**src/rtl/tile_mem_pkg.sv**
```systemverilog
// Memory geometry of the tile
// Word count, word width and byte enables of the single SRAM bank,
// plus the vector types that carry them between the blocks

`default_nettype none

package tile_mem_pkg;

  ////////////////////////////////////////////////////////////////////////////
  // Bank geometry
  ////////////////////////////////////////////////////////////////////////////

  // 256 words of 128 bits, 4 KiB in total
  localparam int unsigned MemNumWords  = 256;
  localparam int unsigned MemDataWidth = 128;
  localparam int unsigned MemBeWidth   = MemDataWidth / 8;
  localparam int unsigned MemAddrWidth = $clog2(MemNumWords);

  ////////////////////////////////////////////////////////////////////////////
  // Vector types
  ////////////////////////////////////////////////////////////////////////////

  // Word index into the bank
  typedef logic [MemAddrWidth-1:0] mem_addr_t;

  // One full memory word
  typedef logic [MemDataWidth-1:0] mem_data_t;

  // One enable per byte of a word
  typedef logic [MemBeWidth-1:0] mem_be_t;

endpackage

`default_nettype wire

```
**src/rtl/tile_port_pkg.sv**
```systemverilog
// Port-side definitions of the tile
// Narrow port widths, lane and burst fields, and the FSM encodings

`default_nettype none

package tile_port_pkg;

  // Narrow port carries one 32-bit word, addressed by byte
  localparam int unsigned NarrowDataWidth = 32;
  localparam int unsigned NarrowAddrWidth = 12;
  localparam int unsigned NumLanes        = 4;

  typedef logic [NarrowDataWidth-1:0]   narrow_data_t;
  typedef logic [NarrowDataWidth/8-1:0] narrow_be_t;
  typedef logic [NarrowAddrWidth-1:0]   narrow_addr_t;

  // Which 32-bit lane of a memory word
  typedef logic [$clog2(NumLanes)-1:0] lane_t;

  // Beats minus one, so up to 4 beats
  typedef logic [1:0] burst_len_t;

  // Wide burst unit FSM
  typedef enum logic {
    BurstIdle,
    BurstActive
  } burst_state_e;

  // Port that a bank slot belongs to
  typedef enum logic {
    OwnNarrow,
    OwnWide
  } owner_e;

endpackage

`default_nettype wire

```
**src/rtl/narrow_lane_adapter.sv**
```systemverilog
// Narrow port lane adapter
// Maps 32-bit accesses onto one lane of a 128-bit word and returns
// the addressed lane of the read word one cycle after the grant

`timescale 1ns/1ns
`default_nettype none

module narrow_lane_adapter (
  input  logic                        clk_i,
  input  logic                        reset_i,
  // Narrow port
  input  logic                        narrow_req_i,
  input  logic                        narrow_we_i,
  input  tile_port_pkg::narrow_addr_t narrow_addr_i,
  input  tile_port_pkg::narrow_data_t narrow_wdata_i,
  input  tile_port_pkg::narrow_be_t   narrow_be_i,
  output logic                        narrow_gnt_o,
  output logic                        narrow_rvalid_o,
  output tile_port_pkg::narrow_data_t narrow_rdata_o,
  // Toward the arbiter
  output logic                        bank_req_o,
  output logic                        bank_we_o,
  output tile_mem_pkg::mem_addr_t     bank_addr_o,
  output tile_mem_pkg::mem_data_t     bank_wdata_o,
  output tile_mem_pkg::mem_be_t       bank_be_o,
  input  logic                        bank_gnt_i,
  input  logic                        bank_rvalid_i,
  input  tile_mem_pkg::mem_data_t     bank_rdata_i
);

  tile_port_pkg::lane_t lane;
  tile_port_pkg::lane_t lane_q;

  // Byte offset sits in bits 1:0, lane in 3:2, word index above
  assign lane        = narrow_addr_i[3:2];
  assign bank_addr_o = narrow_addr_i[tile_port_pkg::NarrowAddrWidth-1 -: tile_mem_pkg::MemAddrWidth];
  assign bank_req_o  = narrow_req_i;
  assign bank_we_o   = narrow_we_i;
  assign narrow_gnt_o = bank_gnt_i;

  // Data goes to every lane, enables only to the addressed one
  always_comb begin
    for (int l = 0; l < tile_port_pkg::NumLanes; l++) begin
      bank_wdata_o[l*tile_port_pkg::NarrowDataWidth +: tile_port_pkg::NarrowDataWidth] =
        narrow_wdata_i;
      bank_be_o[l*(tile_port_pkg::NarrowDataWidth/8) +: tile_port_pkg::NarrowDataWidth/8] =
        (lane == tile_port_pkg::lane_t'(l)) ? narrow_be_i : '0;
    end
  end

  // Remember the lane of the access now in the bank
  always_ff @(posedge clk_i) begin
    if (reset_i) begin
      lane_q <= '0;
    end else if (bank_req_o && bank_gnt_i) begin
      lane_q <= lane;
    end
  end

  assign narrow_rvalid_o = bank_rvalid_i;
  assign narrow_rdata_o  =
    bank_rdata_i[lane_q*tile_port_pkg::NarrowDataWidth +: tile_port_pkg::NarrowDataWidth];

  // Response only for an access granted the cycle before
  a_rvalid_after_gnt: assert property (
    @(posedge clk_i) disable iff (reset_i)
    bank_rvalid_i |-> $past(bank_req_o && bank_gnt_i)
  );

endmodule

`default_nettype wire

```
**config.mk**
```make
export PLATFORM = sky130hd
export DESIGN_NAME = narrow_lane_adapter
export DESIGN_NICKNAME = d
export VERILOG_FILES = /design/src/rtl/tile_mem_pkg.sv /design/src/rtl/tile_port_pkg.sv /design/src/rtl/narrow_lane_adapter.sv
export SDC_FILE = /design/constraint.sdc
export NUM_CORES = 1
export LEC_CHECK = 0
export BUFFER_PORTS_ARGS = -buffer_cell sky130_fd_sc_hd__buf_2
export CELL_PAD_IN_SITES_DETAIL_PLACEMENT = 0
export CELL_PAD_IN_SITES_GLOBAL_PLACEMENT = 1
export CORE_AREA = 2 2 142 144
export CTS_CLUSTER_DIAMETER = 120
export CTS_CLUSTER_SIZE = 30
export DETAILED_ROUTE_END_ITERATION = 16
export DIE_AREA = 0 0 144 146
export GPL_TIMING_DRIVEN = 1
export PLACE_DENSITY_LB_ADDON = 0.1
export RECOVER_POWER = 100
export SYNTH_ARGS = -nofsm -noshare
export SYNTH_HDL_FRONTEND = slang
export SYNTH_SLANG_ARGS = --single-unit
```
**constraint.sdc**
```tcl
create_clock -name clk_i -period 3.37 [get_ports clk_i]
set_clock_uncertainty 0.05 [all_clocks]
set_input_delay 0 -clock clk_i [delete_from_list [all_inputs] [get_ports clk_i]]
set_output_delay 0 -clock clk_i [all_outputs]
set_load 0.1 [all_outputs]
```
==> summary.txt, run 1 <==
Power Dens Cells -> 573 mW/mm²
antenna viol nets, final -> 0
number of global-route vias before repair -> 1752
max cap viols -> 32
post-CTS sizing -> 0
Gate Count Post-Synth -> 207
vias per inst -> 3.09
# rows -> 51
fill count -> 2243
CP Max Fanout -> 22
Crit Reg-Reg Endpoint -> lane_q[0]
cell area after synthesis -> 0.00204 mm²
max reg flops -> 2
IR drop worst, VDD -> 0.141 mV
min-delay worst type -> input port to flop
Clock transition at path regs -> 0.03 ns
ys flop type -> dfxtp_1
Total Wirelength -> 7.78 mm
number of cells on the worst hold path -> 3
DR iter-0 viols -> 32
Yosys reg bits -> 2
LEAKAGE -> 0.00115 µW
Post-CTS Hold Fix Bufs -> 43
largest net degree at the start of global routing -> 34
Layout Utilization -> 13.1%
global route overflow -> 0
Synth top cells by count -> buf_4, mux4_2, and2_1, and3_1, buf_6
Post-CTS Repair Setup Buffers -> 0
Fin Setup TNS -> 0 ns
Skew-Pair Late Insertion Delay -> 0.22 ns
Clk Tree Root Cell -> clkbuf_16
Port-buffer cells -> 187
number of CTS-inserted buffers -> 3
RSZ-0062 raised after global routing -> no
htree depth -> 1
Die Y -> 146 µm
Die X -> 144 µm
EDFF count, synth -> 0
syn nets -> 389
die footprint -> 0.0210 mm²
# setup viols final -> 0
Clock Tree Buf Depth -> 2
Sink Count -> 2
Synth cell types -> 14
Starting Density -> 10.6%
global-route wire length before repair -> 10.5 mm
CP Data Required Time -> 3.32 ns
relative slew slack -> -43.5%
FMAX -> 390 MHz
core area -> 0.0193 mm²
violated checks -> capacitance limit, slew limit
initial antenna violation count -> 2
Warnings, synthesis -> 0
top-area cell type share of the netlist area -> 51.4%
hold_sp -> narrow_req_i
Post-route DRC -> 0
arrival time worst endpoint -> 2.51 ns
# IOs -> 370
leading area contributor after synthesis -> buf_4
async set-reset flop share out of synthesis -> 0%
Layout Nets -> 477
ranking of synthesized cells by area -> buf_4, mux4_2, mux4_1
reg2reg setup slack -> 1.62 ns
status -> finished with violations
fin crit period -> 2.56 ns
Setup Crit Path Kind -> flop to output pin
Detailed Routing Iterations Pass 1 -> 4
worst-margin pin slew -> 2.16 ns
count leader, synth -> buf_4
largest register by flop count -> lane_q
R2R depth -> 3
wire per inst -> 13.9 µm
Syn-to-layout area delta -> 23.8%
Top Registers -> lane_q x2
Hold EP -> lane_q[1]
period utilization -> 76.0%
Worst setup SP type -> flop
CP Capture Type -> output pin
Max Transition Viols Final -> 32
gpl congestion -> 0.680
reg-to-reg startpoint -> lane_q[0]
register area share after synthesis -> 1.96%
final hold vios -> 0
Tot GR Track Use -> 6.42%
layout cell share with drive strength beyond 1 -> 77.5%
CTS tree -> yes
Avg Cell Area, Syn -> 9.87 µm²
vias after detailed routing -> 1729
per-layer routing:
layer	track usage (%)	vias up	part of all wire, %
met5	0	-	0.17
met4	0.784	2	0.18
met3	1.84	4	12
met2	12.2	158	52
met1	7.17	807	35
li1	-	758	-
metrics by stage:
stage | instances | power, µW | setup slack (ns) | area [µm²] | hold slack, ns
floorplan | 207 | 1230 | 1.85 | 2040 | 0.0191
global placement | 512 | 594 | 1.35 | 2220 | -0.0493
detailed placement | 512 | 594 | 1.35 | 2220 | -0.0493
CTS | 558 | 1570 | 1.11 | 3280 | 0.0407
global route | 558 | 1490 | 0.587 | 2530 | 0.0684
finish | 559 | 1450 | 0.809 | 2530 | 0.0426
cell usage in the layout, fill, tap and decap left out:
cell           count
buf_2            157
clkbuf_2          34
mux4_2            29
clkbuf_1          28
and2_1            12
dlygate4sd3_1     11
and3_1             4
mux4_1             3
clkbuf_16          3
nor2b_1            2
nand3_1            2
a21bo_2            2
a21oi_1            2
diode_2            1
nor2_1             1
dfxtp_1            1
dfxtp_2            1
buf_12             1
cells by family (layout without fill, tap and decap cells):
kind of cell	Yosys count	in the layout	share of synthesized area, %
and+or+nand+nor	21	21	6.18
DFF	2	2	1.96
other	0	1	0
muxes	32	32	35.8
AOI/OAI and AO/OA	4	4	1.47
buffers and inverters	148	234	54.6
area by class of cell:
cell class | count | area, µm² | area share (%)
diodes | 1 | 2.50 | 0.0989
clock buffers | 3 | 75.1 | 2.97
multi-input cells | 57 | 888 | 35.1
flip-flops and latches | 2 | 41.3 | 1.63
well taps | 265 | 332 | 13.1
repair buffers | 231 | 1190 | 47.1
how the worst max path moves through the flow:
stage	from	to	slack, ns	cells past startpoint
6_report	lane_q[0]	narrow_rdata_o[0]	0.81	3
3_3_place_gp	lane_q[0]	narrow_rdata_o[0]	1.35	3
5_1_grt	lane_q[0]	narrow_rdata_o[0]	0.59	3
4_1_cts	lane_q[0]	narrow_rdata_o[0]	1.11	3
2_1_floorplan	lane_q[1]	narrow_rdata_o[2]	1.85	3
3_5_place_dp	lane_q[0]	narrow_rdata_o[0]	1.35	3
critical path: stages (launching register included):
cell      delay (ns)
dfxtp_1         0.94
buf_12          0.31
mux4_1          0.61
clkbuf_2        0.40
power breakdown:
group	switching (µW)	internal (µW)
Clock	28.9	151
Sequential	12.0	25.1
Combinational	1070	158
(Power assumes the default switching activity.)
==> run 2: changes to the inputs <==
- clock period: 3.37 -> 2.42 ns (I/O delays scaled with it)
==> run 2 against run 1 <==
Compared with the run above:
- the flow still finishes with violations (capacitance limit, slew limit)
- sequential share of layout area barely moved
- clock power rose by 39%
- power rose by 40%
- register-to-register slack got worse by 0.55 ns
- global-route usage rose by 0.24 points
- non-clock buffer count rose by 2
- first-iteration DRC count fell by 22%
- design area rose by 2.0%
- critical path depth did not move
- worst hold slack improved by 0.0087 ns
==> summary.txt, run 2 (synthesized netlist as in run 1, its figures left out) <==
Syn-to-layout area delta -> 26.3%
worst-margin pin slew -> 2.16 ns
Total Wirelength -> 8.04 mm
CP Capture Type -> output pin
global-route wire length before repair -> 10.8 mm
arrival time worst endpoint -> 2.05 ns
Bufs and invs on worst path -> 2
Setup Crit Path Kind -> flop to output pin
RSZ-0062 raised after global routing -> no
Sw Share -> 76.7%
Finished Cell Area -> 0.00258 mm²
Layout Nets -> 479
Die X -> 144 µm
Clk pwr share -> 12.4%
Port-buffer cells -> 187
violated checks -> capacitance limit, slew limit
Fin Setup TNS -> 0 ns
IR drop worst, VDD -> 0.194 mV
fill count -> 2263
# IOs -> 370
most frequent cells in the layout -> buf_2, clkbuf_2, mux4_2
Detailed Routing Iterations Pass 1 -> 4
DP Area -> 0.00226 mm²
Clock transition at path regs -> 0.03 ns
Max stage delay on crit path -> 0.81 ns
wire per inst -> 14.4 µm
post-CTS sizing -> 0
largest register by flop count -> lane_q
Layout Utilization -> 13.3%
Place WS -> 0.622 ns
Starting Density -> 10.6%
Sink Count -> 2
power share of the combinational group -> 85.4%
register share of total power -> 2.2%
Tot GR Track Use -> 6.66%
Power Dens Cells -> 786 mW/mm²
largest net degree at the start of global routing -> 22
number of CTS-inserted buffers -> 3
htree depth -> 1
LEAKAGE -> 0.00120 µW
fin crit period -> 2.10 ns
Skew-Pair Late Insertion Delay -> 0.22 ns
gpl congestion -> 0.655
CP Data Required Time -> 2.37 ns
CP Max Fanout -> 21
status -> finished with violations
final hold vios -> 0
DP HPWL -> 6.52 mm
# setup viols final -> 0
Clock Tree Buf Depth -> 2
number of global-route vias before repair -> 1817
total power -> 2030 µW
Net Sw Power -> 1560 µW
ANT cells -> 0
worst-path cell chain -> buf_12, mux4_2, clkbuf_2
Die Y -> 146 µm
max reg flops -> 2
max cap viols -> 32
global route overflow -> 0
most common cell after layout, fill and taps aside -> buf_2
FMAX -> 475 MHz
CP delay by family, top -> flip-flops
initial antenna violation count -> 0
layout cell share with drive strength beyond 1 -> 81.0%
relative slew slack -> -43.2%
final worst setup slack -> 0.316 ns
min-delay worst type -> input port to flop
period utilization -> 86.9%
Max Transition Viols Final -> 32
Top Registers -> lane_q x2
Worst setup SP type -> flop
antenna viol nets, final -> 0
Post-route DRC -> 0
CTS tree -> yes
Clk Tree Root Cell -> clkbuf_16
die footprint -> 0.0210 mm²
# rows -> 51
slowest CP cell -> dfxtp_1
vias after detailed routing -> 1746
vias per inst -> 3.12
DR iter-0 viols -> 25
core area -> 0.0193 mm²
internal cell power -> 473 µW
==> run 2: path summary, 6_finish.rpt <==
path / slack [ns] / startpoint / to / depth (start not counted)
max: 0.32 / lane_q[1] / narrow_rdata_o[30] / 3
min: 0.05 / bank_gnt_i / lane_q[0] / 3
max reg2reg: 1.07 / lane_q[1] / lane_q[1] / 2
min reg2reg: 0.72 / lane_q[0] / lane_q[0] / 2
==> run 2: layout make-up <==
| class | instances | area [µm²] | share of cell area [%] |
|---|---|---|---|
| Multi-Input combinational cell | 57 | 888 | 34.4 |
| Timing Repair Buffer | 233 | 1240 | 48.2 |
| Clock buffer | 3 | 75.1 | 2.91 |
| Tap cell | 265 | 332 | 12.9 |
| Sequential cell | 2 | 41.3 | 1.60 |
==> run 2: tightest hold or removal path: stages <==
cell and delay (ns):
buf_2 0.13, nand3_1 0.09, a21oi_1 0.06
==> run 2: repair_timing <==
action	CTS	global route
setup buffers	0	0
endpoints found under the hold margin	140	0
hold buffers	43	0
==> run 2: per-layer routing <==
layer	share of wire (%)	global-route usage [%]
met1	36	7.45
met2	52	12.8
met3	12	1.68
met4	0.49	0.980
met5	0	0
==> run 2: through the flow <==
stage	cells	hold slack (ns)
global placement	514	-0.0493
finish	560	0.0513
detailed placement	514	-0.0493
global route	560	0.0605
CTS	560	0.0503
floorplan	207	0.0191
==> run 2: power groups by stage <==
stage | registers, µW | clock network, µW | logic [µW]
floorplan | 35.6 | 0 | 1680
global placement | 46.3 | 0 | 788
detailed placement | 46.4 | 0 | 788
CTS | 45.9 | 258 | 1880
global route | 46.2 | 263 | 1780
finish | 44.5 | 251 | 1730
