## src/rtl/tile_mem_pkg.sv

```systemverilog
// Memory geometry of the tile
// Word count, word width and byte enables of the single SRAM bank,
// plus the vector types that carry them between the blocks

`default_nettype none

package tile_mem_pkg;

  ////////////////////////////////////////////////////////////////////////////
  // Bank geometry
  ////////////////////////////////////////////////////////////////////////////

  // 256 words of 128 bits, 4 KiB in total
  localparam int unsigned MemNumWords  = 256;
  localparam int unsigned MemDataWidth = 128;
  localparam int unsigned MemBeWidth   = MemDataWidth / 8;
  localparam int unsigned MemAddrWidth = $clog2(MemNumWords);

  ////////////////////////////////////////////////////////////////////////////
  // Vector types
  ////////////////////////////////////////////////////////////////////////////

  // Word index into the bank
  typedef logic [MemAddrWidth-1:0] mem_addr_t;

  // One full memory word
  typedef logic [MemDataWidth-1:0] mem_data_t;

  // One enable per byte of a word
  typedef logic [MemBeWidth-1:0] mem_be_t;

endpackage

`default_nettype wire

```

## src/rtl/tile_port_pkg.sv

```systemverilog
// Port-side definitions of the tile
// Narrow port widths, lane and burst fields, and the FSM encodings

`default_nettype none

package tile_port_pkg;

  // Narrow port carries one 32-bit word, addressed by byte
  localparam int unsigned NarrowDataWidth = 32;
  localparam int unsigned NarrowAddrWidth = 12;
  localparam int unsigned NumLanes        = 4;

  typedef logic [NarrowDataWidth-1:0]   narrow_data_t;
  typedef logic [NarrowDataWidth/8-1:0] narrow_be_t;
  typedef logic [NarrowAddrWidth-1:0]   narrow_addr_t;

  // Which 32-bit lane of a memory word
  typedef logic [$clog2(NumLanes)-1:0] lane_t;

  // Beats minus one, so up to 4 beats
  typedef logic [1:0] burst_len_t;

  // Wide burst unit FSM
  typedef enum logic {
    BurstIdle,
    BurstActive
  } burst_state_e;

  // Port that a bank slot belongs to
  typedef enum logic {
    OwnNarrow,
    OwnWide
  } owner_e;

endpackage

`default_nettype wire

```

## src/rtl/bank_arbiter.sv

```systemverilog
// Bank arbiter
// Round-robin choice between the narrow and wide request streams,
// with the read response steered back to the stream that won

`timescale 1ns/1ns
`default_nettype none

module bank_arbiter (
  input  logic                    clk_i,
  input  logic                    reset_i,
  // Narrow stream
  input  logic                    n_req_i,
  input  logic                    n_we_i,
  input  tile_mem_pkg::mem_addr_t n_addr_i,
  input  tile_mem_pkg::mem_data_t n_wdata_i,
  input  tile_mem_pkg::mem_be_t   n_be_i,
  output logic                    n_gnt_o,
  output logic                    n_rvalid_o,
  // Wide stream
  input  logic                    w_req_i,
  input  logic                    w_we_i,
  input  tile_mem_pkg::mem_addr_t w_addr_i,
  input  tile_mem_pkg::mem_data_t w_wdata_i,
  input  tile_mem_pkg::mem_be_t   w_be_i,
  output logic                    w_gnt_o,
  output logic                    w_rvalid_o,
  // Bank side
  output logic                    mem_req_o,
  output logic                    mem_we_o,
  output tile_mem_pkg::mem_addr_t mem_addr_o,
  output tile_mem_pkg::mem_data_t mem_wdata_o,
  output tile_mem_pkg::mem_be_t   mem_be_o
);

  tile_port_pkg::owner_e last_q;
  tile_port_pkg::owner_e owner_q;
  logic                  owner_vld_q;
  logic                  pick_wide;

  // Wide wins alone, or in a contest that narrow won last time
  assign pick_wide = w_req_i && (!n_req_i || last_q == tile_port_pkg::OwnNarrow);

  assign w_gnt_o = pick_wide;
  assign n_gnt_o = n_req_i && !pick_wide;

  assign mem_req_o   = n_req_i || w_req_i;
  assign mem_we_o    = pick_wide ? w_we_i : n_we_i;
  assign mem_addr_o  = pick_wide ? w_addr_i : n_addr_i;
  assign mem_wdata_o = pick_wide ? w_wdata_i : n_wdata_i;
  assign mem_be_o    = pick_wide ? w_be_i : n_be_i;

  always_ff @(posedge clk_i) begin
    if (reset_i) begin
      // Narrow takes the first contest
      last_q      <= tile_port_pkg::OwnWide;
      owner_q     <= tile_port_pkg::OwnNarrow;
      owner_vld_q <= 1'b0;
    end else begin
      if (n_req_i && w_req_i) begin
        last_q <= pick_wide ? tile_port_pkg::OwnWide : tile_port_pkg::OwnNarrow;
      end
      owner_q     <= pick_wide ? tile_port_pkg::OwnWide : tile_port_pkg::OwnNarrow;
      owner_vld_q <= mem_req_o;
    end
  end

  assign n_rvalid_o = owner_vld_q && (owner_q == tile_port_pkg::OwnNarrow);
  assign w_rvalid_o = owner_vld_q && (owner_q == tile_port_pkg::OwnWide);

  // Back-to-back contests alternate the winner
  a_alternate: assert property (
    @(posedge clk_i) disable iff (reset_i)
    (!$past(reset_i) && n_req_i && w_req_i && $past(n_req_i && w_req_i))
      |-> (w_gnt_o == $past(n_gnt_o))
  );

endmodule

`default_nettype wire

```

## config.mk

```make
export PLATFORM = sky130hd
export DESIGN_NAME = bank_arbiter
export DESIGN_NICKNAME = d
export VERILOG_FILES = /design/src/rtl/tile_mem_pkg.sv /design/src/rtl/tile_port_pkg.sv /design/src/rtl/bank_arbiter.sv
export SDC_FILE = /design/constraint.sdc
export NUM_CORES = 1
export LEC_CHECK = 0
export BUFFER_PORTS_ARGS = -buffer_cell sky130_fd_sc_hd__buf_2
export CAP_MARGIN = 25
export CORE_AREA = 3 3 182 184
export CTS_BUF_LIST = sky130_fd_sc_hd__clkbuf_16
export CTS_CLUSTER_DIAMETER = 50
export CTS_CLUSTER_SIZE = 8
export DETAILED_ROUTE_END_ITERATION = 6
export DIE_AREA = 0 0 185 187
export GPL_TIMING_DRIVEN = 0
export PLACE_DENSITY = 0.3
export SLEW_MARGIN = 40
export SYNTH_ARGS = -nofsm -noshare
export SYNTH_HDL_FRONTEND = slang
export SYNTH_SLANG_ARGS = --single-unit
```

## constraint.sdc

```tcl
create_clock -name clk_i -period 2.65 [get_ports clk_i]
set_clock_uncertainty 0.1 [all_clocks]
set_input_delay 0.795 -clock clk_i [delete_from_list [all_inputs] [get_ports clk_i]]
set_output_delay 0.795 -clock clk_i [all_outputs]
set_load 0.01 [all_outputs]
```

==> run summary, run 1 <==
Status: finished with violations
Violated checks: negative setup slack
Routed WL per cell: 14.64 um
Detail Placement HPWL: 13.17 mm
Vias in the first global route: 3799
CP endpoint: mem_wdata_o[27]
Number of buffers on the longest clock path: 2
Clk sinks: 3
PortBufs: 467
Netlist Area Pre-Place: 2459 um2
Fin Setup TNS: -28.09 ns
WP data required: 1.76 ns
FF-to-FF Start: last_q$_SDFFE_PP1P_
Cells after synthesis: 184
Critical Path AT: 2.02 ns
Count of flip-flops with a built-in enable after synthesis: 0
Worst Setup SP: w_req_i
CP Max Fanout: 10
Slew @ Worst Pin: 0.5312 ns
Leak pwr: 3.598 nW
Total CTS buffers: 3
Commonest non-fill, non-tap cell in the layout: buf_2
Routed wire length: 15.64 mm
Nets: 977
Vias: 3545
Final WS setup: -0.2605 ns
Synthesis Warnings: 0
Final hold slack: 0.4993 ns
VDD IR max: 0.2261 mV
IO Count: 468
Initial Utilization: 0.07791
Root Buffer Master: clkbuf_16
CTS tree: done
Max_slew headroom: 0.6427
Die Ht: 187 um
Post-route DRC: 0
CP Class: in -> out
Hold Path Class: reg -> reg
Layout cell share with drive strength beyond 1: 0.9820
Die boundary width: 185 um
Final setup viols: 153
Die area: 34600 um2
Unrepaired setup endpoints after global routing: true
GP Congestion: 0.7113
ANT cells: 0
Vias per std cell: 3.319
Total power: 0.001662 W
Fmax achieved: 0.3436 GHz
Tmin final: 2.911 ns
CTS Hold Bufs: 0
Fillcell total: 3492
DRT iter0 DRCs: 55
Max cap viols: 0
First-pass DRT Iterations: 4
H-tree levels: 1
Initial antenna violation count: 0
Setup crit end kind: output pin
First-pass GRT wire length: 21.00 mm
Clk slew on worst S/H paths: 0.03 ns
Clk_lat worst skew: 0.22 ns
Flop2flop setup slack: 1.27 ns
Synth-to-layout area growth: 171.9%
PD cells: 248.7 nW/um2
Reg-to-reg endpoint: owner_q$_SDFF_PP0_
Unique masters post-synth: 14
Crit start category: input port
Syn Area/Cell: 13.36 um2
Site row count: 65
Max-slew violation count: 0
Seq cells post-synth: 3
Post-Syn Nets: 494
Period utilization: 1.098
Total GRT Usage: 0.07720
Total gr overflow: 0
Synth async-reset ratio: 0
Worst r2r path cells: 6
Top_reg_cell synth: dfxtp_1
Most frequent cells in the layout: buf_2, mux2_4, buf_6, buf_12, mux2_2
Largest net degree at the start of global routing: 11
Seq/Total Area, Yosys: 0.02443
Final hold vios: 0
Core area: 31560 um2
Post-layout util: 0.2118
Antenna Nets Post-Route: 0
-- stage by stage --
step | std cells | area [um2] | worst slack, ns
final | 1068 | 6684 | -0.2605
after global routing | 1068 | 6684 | -0.2991
after CTS | 1067 | 6638 | -0.2910
after detailed placement | 1053 | 5299 | -0.3513
after global placement | 1053 | 5299 | -0.3361
after floorplan | 184 | 2459 | 0.09005
-- layout make-up --
cell class / instances / area [um2] / area share
clock buffers: 3 / 75.07 / 0.01123
multi-input cells: 163 / 2333 / 0.3491
flip-flops and latches: 3 / 60.06 / 0.008985
plain buffers: 17 / 347.8 / 0.05204
repair buffers: 478 / 3357 / 0.5022
clock inverters: 1 / 3.754 / 0.0005616
well taps: 402 / 503.0 / 0.07525
inverters: 1 / 3.754 / 0.0005616
-- sequential cells by signal (all words and copies together), names as in the netlist --
name         cells
last_q           1
owner_q          1
owner_vld_q      1
-- synth_stat cells, types with 3 or more instances --
cell     count  share of area
dfxtp_1      3          0.024
buf_12      16           0.13
mux2_2      83           0.38
mux2_4      70           0.43
nor2b_1      3         0.0076
-- kinds of logic (layout without fill, tap and decap cells) --
family | count (synthesis) | after routing | share of synthesized area
AO/OA/AOI/OAI | 4 | 4 | 0.01578
buffers and inverters | 18 | 500 | 0.1364
flip-flops | 3 | 3 | 0.02443
multiplexers | 153 | 153 | 0.8076
AND/OR/NAND/NOR | 6 | 6 | 0.01578
-- worst min-delay path by stage --
stage,start,to,depth (start not counted)
after floorplan,last_q$_SDFFE_PP1P_,last_q$_SDFFE_PP1P_,2
after global placement,last_q$_SDFFE_PP1P_,last_q$_SDFFE_PP1P_,2
after detailed placement,last_q$_SDFFE_PP1P_,last_q$_SDFFE_PP1P_,2
after CTS,last_q$_SDFFE_PP1P_,last_q$_SDFFE_PP1P_,2
after global routing,last_q$_SDFFE_PP1P_,last_q$_SDFFE_PP1P_,2
final,last_q$_SDFFE_PP1P_,last_q$_SDFFE_PP1P_,2
-- timing repair --
item	in CTS	in global routing
gates cloned	4	3
setup buffers	7	0
setup endpoints to repair	153	154
gates resized for setup	215	6
pin swaps	1	0
-- where the power goes --
| group | internal, W | leakage (nW) | switching [W] | total (W) |
|---|---|---|---|---|
| sequential | 0.0000484 | 0.0249 | 0.00000222 | 0.0000506 |
| clock | 0.000194 | 0.0423 | 0.0000393 | 0.000234 |
| combinational | 0.000893 | 3.53 | 0.000485 | 0.00138 |
-- routing by layer --
metal | GRT usage | vias to the layer above | share of wire
li1 | - | 1659 | -
met4 | 0.02309 | 0 | 0.028
met3 | 0.02178 | 24 | 0.12
met2 | 0.1571 | 299 | 0.53
met1 | 0.07265 | 1563 | 0.33
met5 | 0 | - | 0
-- critical path: stages --
cell      delay, ns
buf_8          0.08
a21boi_4       0.18
buf_6          0.14
buf_16         0.16
buf_12         0.16
mux2_2         0.33
buf_2          0.14
(Power assumes the default switching activity.)
==> inputs of run 2 (changes only) <==
--- a/config.mk
+++ b/config.mk
@@ -14,6 +14,7 @@
 export DETAILED_ROUTE_END_ITERATION = 6
 export DIE_AREA = 0 0 185 187
 export GPL_TIMING_DRIVEN = 0
+export MAX_ROUTING_LAYER = met4
 export PLACE_DENSITY = 0.3
 export SLEW_MARGIN = 40
 export SYNTH_ARGS = -nofsm -noshare
==> run 2 against run 1 <==
Net effect:
- the flow still finishes with violations (negative setup slack)
- critical path depth unchanged
- maximum frequency hardly changed
- clock power about the same
- die area unchanged
- cell count stayed put
- register-to-register slack hardly changed
- power about the same
- setup slack got worse by 0.0013 ns
- non-clock buffer count is the same
- via count is essentially flat
- flip-flop and latch count is the same
- first-iteration DRC count increased by 25%
- critical path type unchanged
==> run summary, run 2 (same netlist as run 1, synthesis figures left out) <==
Setup crit end kind: output pin
Die area: 34600 um2 (unchanged)
Max_slew headroom: 0.6212 (-0.02152)
Clk_lat worst skew: 0.22 ns (about the same)
Worst Hold Endpoint: last_q$_SDFFE_PP1P_
Total CTS buffers: 3 (unchanged)
Final WS setup: -0.2618 ns (-0.001293 ns)
PD cells: 248.6 nW/um2 (about the same)
Period utilization: 1.099 (about the same)
DRT iter0 DRCs: 69 (+25%)
VDD IR max: 0.2261 mV (about the same)
First-pass GRT wire length: 20.96 mm (-0.16%)
Detail Placement HPWL: 13.17 mm (unchanged)
Routed wire length: 15.63 mm (about the same)
CP Class: in -> out
Nets: 977 (unchanged)
Site row count: 65 (unchanged)
CP Max Fanout: 10 (unchanged)
Worst r2r path cells: 6 (unchanged)
Hold Crit Depth: 2 (unchanged)
PortBufs: 467 (unchanged)
Initial antenna violation count: 0 (unchanged)
Largest regs: last_q (1), owner_q (1), owner_vld_q (1)
Fmax achieved: 0.3434 GHz (about the same)
Crit start category: input port
Vias in the first global route: 3807 (+0.21%)
CTS tree: done
Fillcell total: 3492 (unchanged)
Total gr overflow: 0 (unchanged)
Vias: 3544 (-0.028%)
Max-slew violation count: 0 (unchanged)
IO Count: 468 (unchanged)
Clk slew on worst S/H paths: 0.03 ns (about the same)
Die boundary width: 185 um (unchanged)
Final setup viols: 153 (unchanged)
Number of buffers on the longest clock path: 2 (unchanged)
Violated checks: negative setup slack
FF-to-FF Start: last_q$_SDFFE_PP1P_
Leak pwr: 3.598 nW (unchanged)
Critical Path AT: 2.02 ns (about the same)
WP data required: 1.76 ns (about the same)
Most frequent cells in the layout: buf_2, mux2_4, buf_6, buf_12, mux2_2
Reg-to-reg endpoint: owner_q$_SDFF_PP0_
GP Congestion: 0.7194 (+1.1%)
Unrepaired setup endpoints after global routing: true
Commonest non-fill, non-tap cell in the layout: buf_2
Initial Utilization: 0.07791 (unchanged)
Worst Setup Slack post-DPL: -0.3513 ns (unchanged)
Routed WL per cell: 14.63 um (about the same)
Flop2flop setup slack: 1.27 ns (about the same)
Tmin final: 2.912 ns (+0.001293 ns)
Final hold vios: 0 (unchanged)
Min-delay src: last_q$_SDFFE_PP1P_
Status: finished with violations
Slew @ Worst Pin: 0.5632 ns (+0.03200 ns)
First-pass DRT Iterations: 4 (unchanged)
Die Ht: 187 um (unchanged)
Clk sinks: 3 (unchanged)
Largest net degree at the start of global routing: 11 (unchanged)
Synth-to-layout area growth: 171.9% (unchanged)
Max cap viols: 0 (unchanged)
Hold Path Class: reg -> reg
H-tree levels: 1 (unchanged)
Core area: 31560 um2 (unchanged)
Total GRT Usage: 0.07939 (+0.002192)
Root Buffer Master: clkbuf_16
ANT cells: 0 (unchanged)
Antenna Nets Post-Route: 0 (unchanged)
Layout cell share with drive strength beyond 1: 0.9820 (unchanged)
Post-route DRC: 0 (unchanged)
Vias per std cell: 3.318 (about the same)
Total power: 0.001662 W (about the same)
-- run 2: cell counts in the layout (fill, tap and decap cells not counted) --
No cell type changed its count.
-- run 2: how the worst max path moves through the flow --
stage | startpoint | to | slack [ns] | depth (start not counted)
detailed placement | w_req_i | mem_wdata_o[52] | -0.35 | 6
global placement | w_req_i | mem_wdata_o[42] | -0.34 | 6
CTS | w_req_i | mem_wdata_o[8] | -0.29 | 8
global route | w_req_i | mem_wdata_o[27] | -0.30 | 7
floorplan | w_req_i | mem_be_o[10] | 0.09 | 4
finish | w_req_i | mem_wdata_o[27] | -0.26 | 7
-- run 2: stage by stage --
step	setup TNS (ns)	hold slack (ns)	util	cell area, um2	instances
floorplan	0	0.4582	-	2459	184
global placement	-41.20	0.4914	0.1679	5299	1053
detailed placement	-41.77	0.5004	0.1679	5299	1053
CTS	-32.18	0.5076	0.2103	6638	1067
global route	-35.45	0.5688	0.2118	6684	1068
finish	-27.99	0.4993	0.2118	6684	1068
-- run 2: worst max-delay path, stage by stage --
cell      delay [ns]
buf_8           0.08
a21boi_4        0.18
buf_6           0.14
buf_16          0.16
buf_12          0.16
mux2_2          0.33
buf_2           0.14
-- run 2: repair_timing --
action                     4_1_cts  5_1_grt
pin swaps                        1        0
setup endpoints to repair      153      154
buffers inserted                 7        0
cloned                           4        3
hold buffers                     0        0
resized for setup              215        6
-- run 2: routing by layer --
layer	vias to the layer above	wire length, um	GRT usage
met5	-	0	-
met1	1563	5254	0.07547
met4	0	438	0.02309
li1	1658	-	-
met2	299	8219	0.1571
met3	24	1715	0.01692
-- run 2: power by group --
group	internal, W	switching (W)	leakage (nW)
Combinational	0.000893	0.000485	3.53
Sequential	0.0000484	0.00000222	0.0249
Clock	0.000194	0.0000393	0.0423
-- run 2: final cells by class --
cell class              instances  area, um2  share of cell area
clock buffers                   3      75.07             0.01123
clock inverters                 1      3.754           0.0005616
repair buffers                478       3357              0.5022
multi-input cells             163       2333              0.3491
flip-flops and latches          3      60.06            0.008985
well taps                     402      503.0             0.07525
inverters                       1      3.754           0.0005616
plain buffers                  17      347.8             0.05204
